File: src/include/fetch_defs.svh
`ifndef FETCH_DEFS_SVH
`define FETCH_DEFS_SVH

// log2 of the number of buffered words. Any value from 2 upward works.
`define PREFETCH_DEPTH 4

`define PREFETCH_ENTRIES (1 << `PREFETCH_DEPTH)

// tags hold the word address, bits 31 to 2.
`define FETCH_TAG_W 30

// first address fetched once reset is released.
`define FETCH_RESET_ADDR 32'h0000_0000

`endif

File: src/logic/fetch_pkg.sv
`default_nettype none

`include "fetch_defs.svh"

package fetch_pkg;

  // a fetched word is either one 32-bit instruction or two 16-bit parcels.
  typedef union packed {
    logic [31:0] full;
    struct packed {
      logic [15:0] hi;
      logic [15:0] lo;
    } parcels;
  } instr_word_u;

  typedef struct packed {
    logic        valid;
    logic        fence;
    logic [31:0] addr;
  } fetch_req_t;

  typedef struct packed {
    logic        ready;
    logic [31:0] instr;
  } fetch_rsp_t;

  typedef struct packed {
    logic        valid;
    logic [31:0] addr;
  } imem_req_t;

  typedef struct packed {
    logic        ready;
    logic [31:0] rdata;
  } imem_rsp_t;

  typedef struct packed {
    logic                    present;
    logic [`FETCH_TAG_W-1:0] tag;
    instr_word_u             data;
  } store_entry_t;

  // sweep writes carry an entry with present cleared.
  typedef struct packed {
    logic                       en;
    logic [`PREFETCH_DEPTH-1:0] idx;
    store_entry_t               entry;
  } store_wr_t;

endpackage

`default_nettype wire

File: src/logic/fill_engine.sv
`default_nettype none

`include "fetch_defs.svh"

module fill_engine
  import fetch_pkg::*;
(
  input  logic        clk,
  input  logic        rst,
  input  fetch_req_t  req,
  input  imem_rsp_t   imem_rsp,
  output imem_req_t   imem_req,
  output store_wr_t   wr,
  input  logic        hit,
  input  logic [31:0] miss_addr,
  input  logic [1:0]  consumed,
  output logic        sweeping
);

  localparam int D     = `PREFETCH_DEPTH;
  localparam int CNT_W = D + 1;

  localparam logic [31:0]      RESET_ADDR  = `FETCH_RESET_ADDR;
  localparam logic [D-1:0]     SWEEP_START = RESET_ADDR[D+1:2];
  localparam logic [CNT_W-1:0] AHEAD_MAX   = CNT_W'(2 * (`PREFETCH_ENTRIES - 1));

  logic [31:0]      fetch_addr;
  logic [31:0]      fetch_addr_n;
  logic [CNT_W-1:0] ahead;
  logic [CNT_W-1:0] ahead_n;
  logic [CNT_W-1:0] consumed_ext;
  logic             fetch_valid;
  logic             fetch_valid_n;
  logic             sweeping_n;
  logic             sweep_live;
  logic             sweep_live_n;
  logic [D-1:0]     sweep_idx;
  logic [D-1:0]     sweep_idx_n;
  logic [D-1:0]     sweep_cnt;
  logic [D-1:0]     sweep_cnt_n;
  logic             fetching;
  logic             mem_write;
  logic             can_issue;
  logic             redirect;
  logic             sweep_step;

  // the sweep after reset lets fetching run alongside it. A fence sweep does not.
  assign fetching  = !sweeping || sweep_live;
  assign mem_write = imem_rsp.ready && fetch_valid && fetching;

  // a new address may go out only when nothing is outstanding.
  assign can_issue = !fetch_valid || mem_write;
  assign redirect  = req.valid && !req.fence && !hit && !sweeping && can_issue;

  // a memory word takes the write port and the sweep waits a cycle.
  assign sweep_step   = sweeping && !mem_write;
  assign consumed_ext = CNT_W'(consumed);

  always_comb begin
    fetch_addr_n = fetch_addr;
    ahead_n      = ahead;
    sweeping_n   = sweeping;
    sweep_live_n = sweep_live;
    sweep_idx_n  = sweep_idx;
    sweep_cnt_n  = sweep_cnt;

    if (mem_write) begin
      fetch_addr_n = fetch_addr + 32'd4;
      ahead_n      = ahead + CNT_W'(2);
    end

    // run-ahead is kept in halfwords.
    if (ahead_n >= consumed_ext) begin
      ahead_n = ahead_n - consumed_ext;
    end else begin
      ahead_n = '0;
    end

    if (redirect) begin
      fetch_addr_n = {miss_addr[31:2], 2'b00};
      ahead_n      = '0;
    end

    if (sweep_step) begin
      if (sweep_cnt == '1) begin
        sweeping_n   = 1'b0;
        sweep_live_n = 1'b0;
      end else begin
        sweep_cnt_n = sweep_cnt + 1'b1;
        sweep_idx_n = sweep_idx + 1'b1;
      end
    end

    if (req.valid && req.fence) begin
      sweeping_n   = 1'b1;
      sweep_live_n = 1'b0;
      sweep_idx_n  = SWEEP_START;
      sweep_cnt_n  = '0;
      fetch_addr_n = {req.addr[31:2], 2'b00};
      ahead_n      = '0;
    end

    fetch_valid_n = (!sweeping_n || sweep_live_n) && (ahead_n < AHEAD_MAX);
  end

  always_comb begin
    wr = '0;
    if (mem_write) begin
      wr.en               = 1'b1;
      wr.idx              = fetch_addr[D+1:2];
      wr.entry.present    = 1'b1;
      wr.entry.tag        = fetch_addr[31:2];
      wr.entry.data.full  = imem_rsp.rdata;
    end else if (sweeping) begin
      wr.en  = 1'b1;
      wr.idx = sweep_idx;
    end
  end

  assign imem_req.valid = fetch_valid;
  assign imem_req.addr  = fetch_addr;

  always_ff @(posedge clk) begin
    if (!rst) begin
      fetch_addr  <= RESET_ADDR;
      ahead       <= '0;
      fetch_valid <= 1'b0;
      sweeping    <= 1'b1;
      sweep_live  <= 1'b1;
      sweep_idx   <= SWEEP_START;
      sweep_cnt   <= '0;
    end else begin
      fetch_addr  <= fetch_addr_n;
      ahead       <= ahead_n;
      fetch_valid <= fetch_valid_n;
      sweeping    <= sweeping_n;
      sweep_live  <= sweep_live_n;
      sweep_idx   <= sweep_idx_n;
      sweep_cnt   <= sweep_cnt_n;
    end
  end

endmodule

`default_nettype wire

File: src/logic/line_store.sv
`default_nettype none

`include "fetch_defs.svh"

module line_store
  import fetch_pkg::*;
(
  input  logic                       clk,
  input  store_wr_t                  wr,
  input  logic [`PREFETCH_DEPTH-1:0] rd_idx_a,
  input  logic [`PREFETCH_DEPTH-1:0] rd_idx_b,
  output store_entry_t               rd_a,
  output store_entry_t               rd_b
);

  // one entry per buffered word, indexed by the low bits of the word address.
  store_entry_t entries [`PREFETCH_ENTRIES];

  always_ff @(posedge clk) begin
    if (wr.en) begin
      entries[wr.idx] <= wr.entry;
    end
  end

  // both read ports are combinational so the assembler can answer in the
  // same cycle as the request.
  assign rd_a = entries[rd_idx_a];
  assign rd_b = entries[rd_idx_b];

endmodule

`default_nettype wire

File: src/logic/parcel_assembler.sv
`default_nettype none

`include "fetch_defs.svh"

module parcel_assembler
  import fetch_pkg::*;
(
  input  fetch_req_t                 req,
  input  store_entry_t               rd_a,
  input  store_entry_t               rd_b,
  input  store_wr_t                  bypass,
  input  logic                       sweeping,
  output logic [`PREFETCH_DEPTH-1:0] rd_idx_a,
  output logic [`PREFETCH_DEPTH-1:0] rd_idx_b,
  output fetch_rsp_t                 rsp,
  output logic                       hit,
  output logic [31:0]                miss_addr,
  output logic [1:0]                 consumed
);

  localparam int D = `PREFETCH_DEPTH;

  logic [`FETCH_TAG_W-1:0] word_a;
  logic [`FETCH_TAG_W-1:0] word_b;
  logic                    a_byp;
  logic                    a_reg;
  logic                    a_ok;
  logic                    b_byp;
  logic                    b_reg;
  logic                    b_ok;
  instr_word_u             a_word;
  instr_word_u             b_word;
  logic [15:0]             first;
  logic                    is_32;
  logic                    need_b;
  logic                    parcels_ok;
  logic [31:0]             instr;
  logic                    ready;

  assign word_a = req.addr[31:2];
  assign word_b = word_a + 1'b1;

  // the second index simply wraps around the store.
  assign rd_idx_a = req.addr[D+1:2];
  assign rd_idx_b = rd_idx_a + 1'b1;

  // a word being written this cycle wins over the stored copy.
  assign a_byp = bypass.en && bypass.entry.present && (bypass.entry.tag == word_a);
  assign b_byp = bypass.en && bypass.entry.present && (bypass.entry.tag == word_b);
  assign a_reg = rd_a.present && (rd_a.tag == word_a);
  assign b_reg = rd_b.present && (rd_b.tag == word_b);

  assign a_ok = a_byp || a_reg;
  assign b_ok = b_byp || b_reg;

  assign a_word = a_byp ? bypass.entry.data : rd_a.data;
  assign b_word = b_byp ? bypass.entry.data : rd_b.data;

  always_comb begin
    if (!req.addr[1]) begin
      first = a_word.parcels.lo;
    end else begin
      first = a_word.parcels.hi;
    end

    // low bits 11 mark a 32-bit instruction.
    is_32 = (first[1:0] == 2'b11);

    // only an upper-half 32-bit instruction reaches into the next word.
    need_b = req.addr[1] && is_32;

    if (!is_32) begin
      instr = {16'h0000, first};
    end else if (!req.addr[1]) begin
      instr = a_word.full;
    end else begin
      instr = {b_word.parcels.lo, first};
    end
  end

  assign parcels_ok = a_ok && (!need_b || b_ok);

  // a fence request is not a fetch and gets no ready.
  assign ready = req.valid && !req.fence && !sweeping && parcels_ok;

  // the first word that is needed and absent.
  assign miss_addr = a_ok ? {word_b, 2'b00} : {word_a, 2'b00};

  always_comb begin
    if (!ready) begin
      consumed = 2'd0;
    end else if (is_32) begin
      consumed = 2'd2;
    end else begin
      consumed = 2'd1;
    end
  end

  assign hit       = ready;
  assign rsp.ready = ready;
  assign rsp.instr = instr;

endmodule

`default_nettype wire

File: src/logic/prefetch_buffer.sv
`default_nettype none

`include "fetch_defs.svh"

module prefetch_buffer
  import fetch_pkg::*;
(
  input  logic       clk,
  input  logic       rst,
  input  fetch_req_t fetch_req,
  output fetch_rsp_t fetch_rsp,
  output imem_req_t  imem_req,
  input  imem_rsp_t  imem_rsp
);

  store_wr_t                  store_wr;
  store_entry_t               rd_a;
  store_entry_t               rd_b;
  logic [`PREFETCH_DEPTH-1:0] rd_idx_a;
  logic [`PREFETCH_DEPTH-1:0] rd_idx_b;
  logic                       hit;
  logic [31:0]                miss_addr;
  logic [1:0]                 consumed;
  logic                       sweeping;

  line_store u_store (
    .clk      (clk),
    .wr       (store_wr),
    .rd_idx_a (rd_idx_a),
    .rd_idx_b (rd_idx_b),
    .rd_a     (rd_a),
    .rd_b     (rd_b)
  );

  // the fill side's write doubles as the bypass for the output side.
  fill_engine u_fill (
    .clk       (clk),
    .rst       (rst),
    .req       (fetch_req),
    .imem_rsp  (imem_rsp),
    .imem_req  (imem_req),
    .wr        (store_wr),
    .hit       (hit),
    .miss_addr (miss_addr),
    .consumed  (consumed),
    .sweeping  (sweeping)
  );

  parcel_assembler u_asm (
    .req       (fetch_req),
    .rd_a      (rd_a),
    .rd_b      (rd_b),
    .bypass    (store_wr),
    .sweeping  (sweeping),
    .rd_idx_a  (rd_idx_a),
    .rd_idx_b  (rd_idx_b),
    .rsp       (fetch_rsp),
    .hit       (hit),
    .miss_addr (miss_addr),
    .consumed  (consumed)
  );

endmodule

`default_nettype wire

File: config.mk
export PLATFORM = sky130hd
export DESIGN_NAME = prefetch_buffer
export DESIGN_NICKNAME = d
export VERILOG_FILES = /design/src/logic/fetch_pkg.sv /design/src/logic/fill_engine.sv /design/src/logic/line_store.sv /design/src/logic/parcel_assembler.sv /design/src/logic/prefetch_buffer.sv
export VERILOG_INCLUDE_DIRS = /design/src /design/src/include
export SDC_FILE = /design/constraint.sdc
export NUM_CORES = 2
export LEC_CHECK = 0
export ABC_AREA = 1
export BUFFER_PORTS_ARGS = -buffer_cell sky130_fd_sc_hd__buf_2
export CORE_UTILIZATION = 45
export CTS_CLUSTER_SIZE = 14
export DETAILED_ROUTE_END_ITERATION = 16
export HOLD_SLACK_MARGIN = 0.05
export REMOVE_ABC_BUFFERS = 1
export SKIP_CTS_REPAIR_TIMING = 1
export SLEW_MARGIN = 30
export SYNTH_ARGS = -nofsm -noshare
export SYNTH_HDL_FRONTEND = slang
export SYNTH_SLANG_ARGS = --single-unit
File: constraint.sdc
create_clock -name clk -period 7.63 [get_ports clk]
set_input_delay 1.1445 -clock clk [delete_from_list [all_inputs] [get_ports clk]]
set_output_delay 1.1445 -clock clk [all_outputs]
set_load 0.005 [all_outputs]
==> results.yml <==
timing:
  slew_violations: 0
  finalSetupViolations: 0
  fin_tns_setup_ns: 0
  fmax_mhz: 144
  skew_ns: 0.0472
  post-route-period-util: 0.911
  maxSlewHeadroom: 0.312
  rsz0062_at_grt: "no"
  layout_min_cycle_time_ns: 6.95
  whs_ns: 0.470
  hold_violations: 0
  tightestPinTransition_ns: 1.03
logic_synthesis:
  synth_top_cell_by_area: "edfxtp_1"
  yosysMostFrequentCell: "nand2_1"
  synth_top_cell_area_share: 0.559
  synth_area_leaders: "edfxtp_1 56%, nand2_1 11%, nand3_1 5.9%, o21ai_0 4.0%, inv_1 3.3%"
  ys_seq_area_frac: 0.576
  synth_edf_count: 1008
  synth_area_um2: 54200
  ys_ff_latch: 1054
  syn_avg_cell_area_um2: 8.99
  ys_types: 50
  yosys_warnings: 0
  synthCells: 6028
  yosys_most_used_dff: "edfxtp_1"
  async_reset_ff_frac: 0
  synth_commonest_cells: "1620 x nand2_1, 1008 x edfxtp_1, 640 x nand3_1"
place:
  place_hpwl_um: 119000
  place_inst: 7518
  place_congestion: 1.05
  portBuffers: 131
route:
  ant_nets: 0
  firstDrtPassIters: 8
  vias_per_cell: 5.93
  route.detailed.wl_per_inst_um: 25.6
  routed_wl_um: 198000
  num_vias: 45900
  drc: 0
  drt_iter0_drc: 5637
worst_setup_path:
  reg2reg_slack_ns: 1.42
  cp-start-kind: "flop"
  r2r_start: "u_fill.fetch_valid"
  critPathMaxStageDelay_ns: 0.71
  cp.arrival_ns: 5.81
  cpMostUsedCell: "nand2_1"
  crit_type: "flop to output port"
  cp.required_ns: 6.49
  crit_chain: "nand2_1 -> clkinv_2 -> nand2_2 -> buf_4 -> nor2_2 -> nand2_1 -> nand2_1 -> nor2_1 -> nand3_1 -> nor2_4 -> nand2_2 -> nand2_1 -> nand3_1 -> nand2_1 -> nor2_4 -> clkinv_1 -> buf_4 -> a211oi_1 -> buf_2"
  r2r_cells: 28
  r2r_end: "u_fill.fetch_valid"
  critical_path_peak_fanout: 20
  cp-endpoint: "fetch_rsp[21]"
  crit_start: "u_fill.fetch_valid"
  slowest_stage: "nor2_2"
  cp-end-kind: "output port"
global_routing:
  grt_overflow: 0
  gr-usage-all-layers: 0.319
  antenna_found_initial: 7
  grt_pass1_vias: 42500
  grt_max_degree: 218
  grt_pass1_wl_um: 285000
clock_tree:
  cts_tree: "yes"
  h-tree-depth: 3
  clock_sinks: 1054
  clock-root-buffer: "clkbuf_16"
  clk_latency_ns: 0.74
  cts_buffer_depth: 3
  clkTransAtPathRegs_ns: 0.06
  cts_buffers: 113
outcome:
  status: "completed"
power:
  peakVddDrop_mv: 0.209
  power_density_nw_per_um2: 228
  p_leak_nw: 23.5
floorplan:
  io_pins: 135
  core-area_um2: 119000
  die_y_um: 349
  die_width_um: 349
  fp-row-count: 126
  initial_utilization: 0.456
  die-area_um2: 122000
worst_hold_path:
  hp-class: "flop to flop"
cells_and_area:
  drive_gt1_frac: 0.0841
  fin_nets: 6110
  synthToLayoutAreaGrowth_pct: 11.5
  fin_cells: 7738
  fillers: 10900
job:
  maxCapViolations: 0
[worst min-delay path by stage]
stage	from	to	slack (ns)	depth (start not counted)
2_1_floorplan	u_fill.sweep_idx[3]	u_fill.sweep_idx[3]	0.44	2
3_3_place_gp	u_fill.sweep_idx[3]	u_fill.sweep_idx[3]	0.46	2
3_5_place_dp	u_fill.sweep_idx[3]	u_fill.sweep_idx[3]	0.46	2
4_1_cts	u_fill.sweep_idx[3]	u_fill.sweep_idx[3]	0.47	2
5_1_grt	u_fill.sweep_idx[3]	u_fill.sweep_idx[3]	0.50	2
6_report	u_fill.sweep_idx[3]	u_fill.sweep_idx[3]	0.47	2
[final cells by class]
type	count	area [µm²]	area share
well taps	1600	2000	0.0332
repair buffers	279	2130	0.0353
flip-flops and latches	1054	31200	0.516
inverters	487	1850	0.0306
clock inverters	64	519	0.00860
multi-input cells	4098	19600	0.325
clock buffers	151	3050	0.0505
diodes	5	12.5	0.000207
[state kept, by name, summed over array words and instances, names as in the netlist]
signal,count
u_fill.sweep_idx,4
u_fill.fetch_addr,30
u_fill.sweeping,1
u_fill.ahead,5
u_fill.sweep_live,1
u_fill.sweep_cnt,4
u_store.entries,1008
u_fill.fetch_valid,1
[metal layers]
layer,up-vias,part of all wire,track usage
met4,10,0.042,0.129
met1,22200,0.41,0.429
met2,2254,0.46,0.516
met3,432,0.089,0.0517
met5,-,0.00026,0
li1,20900,-,-
[cell families (layout without fill, tap and decap cells)]
kind of cell	after synthesis	after routing	share of synthesized area
XOR/XNOR	34	34	0.00550
flip-flops	1054	1054	0.576
buffers and inverters	877	981	0.0664
adder cells (fa/ha/maj)	8	8	0.00199
AND/OR/NAND/NOR	2864	2864	0.220
other	1	7	0.0000692
AO/OA/AOI/OAI	1190	1190	0.131
[cells in the final DEF, fill, tap and decap left out, types with 6 or more instances in the layout]
| cell type | netlist | final |
|---|---|---|
| a211oi_1 | 52 | 51 |
| a21oi_1 | 321 | 320 |
| a221oi_1 | 45 | 45 |
| a22oi_1 | 117 | 117 |
| a311oi_1 | 22 | 22 |
| buf_12 | 1 | 23 |
| buf_2 | 127 | 128 |
| buf_4 | 16 | 123 |
| clkbuf_1 | 181 | 31 |
| clkbuf_16 | 0 | 114 |
| clkbuf_8 | 0 | 6 |
| clkinv_1 | 2 | 26 |
| clkinv_2 | 1 | 24 |
| dfxtp_1 | 46 | 46 |
| edfxtp_1 | 1008 | 1008 |
| ha_1 | 7 | 6 |
| inv_1 | 480 | 475 |
| nand2_1 | 1620 | 1616 |
| nand2_2 | 7 | 10 |
| nand3_1 | 640 | 640 |
| nand4_1 | 39 | 39 |
| nor2_1 | 471 | 448 |
| nor2_2 | 10 | 14 |
| nor2_4 | 5 | 24 |
| nor3_1 | 38 | 38 |
| nor4b_1 | 7 | 7 |
| o211ai_1 | 129 | 129 |
| o21ai_0 | 433 | 433 |
| o21ai_1 | 21 | 21 |
| o221ai_1 | 10 | 10 |
| o22ai_1 | 19 | 19 |
| o31ai_1 | 14 | 14 |
| or2_2 | 8 | 8 |
| xor2_1 | 29 | 27 |
[worst max-delay path: cells and delay by family, from the launching register on]
kind | cells | cell delay (ns)
buffers and inverters | 5 | 1.13
flip-flops | 1 | 0.43
AO/OA/AOI/OAI | 1 | 0.58
AND/OR/NAND/NOR | 13 | 2.84
[power breakdown]
part	leakage (nW)	total, mW	switching [mW]	internal [mW]
combinational	11.7	1.83	1.33	0.497
clock	1.74	5.33	2.38	2.96
sequential	9.99	6.58	0.0871	6.49
[metrics by stage]
stage | util | total power [mW] | setup slack [ns] | instance area [µm²]
floorplan | - | 7.67 | -4.50 | 52400
finish | 0.509 | 13.7 | 0.676 | 60400
global route | 0.509 | 14.2 | 0.502 | 60400
global placement | 0.478 | 8.46 | 0.607 | 56700
detailed placement | 0.478 | 8.49 | 0.742 | 56800
CTS | 0.509 | 13.8 | 0.675 | 60400
Power figures use the tool's default switching activity.
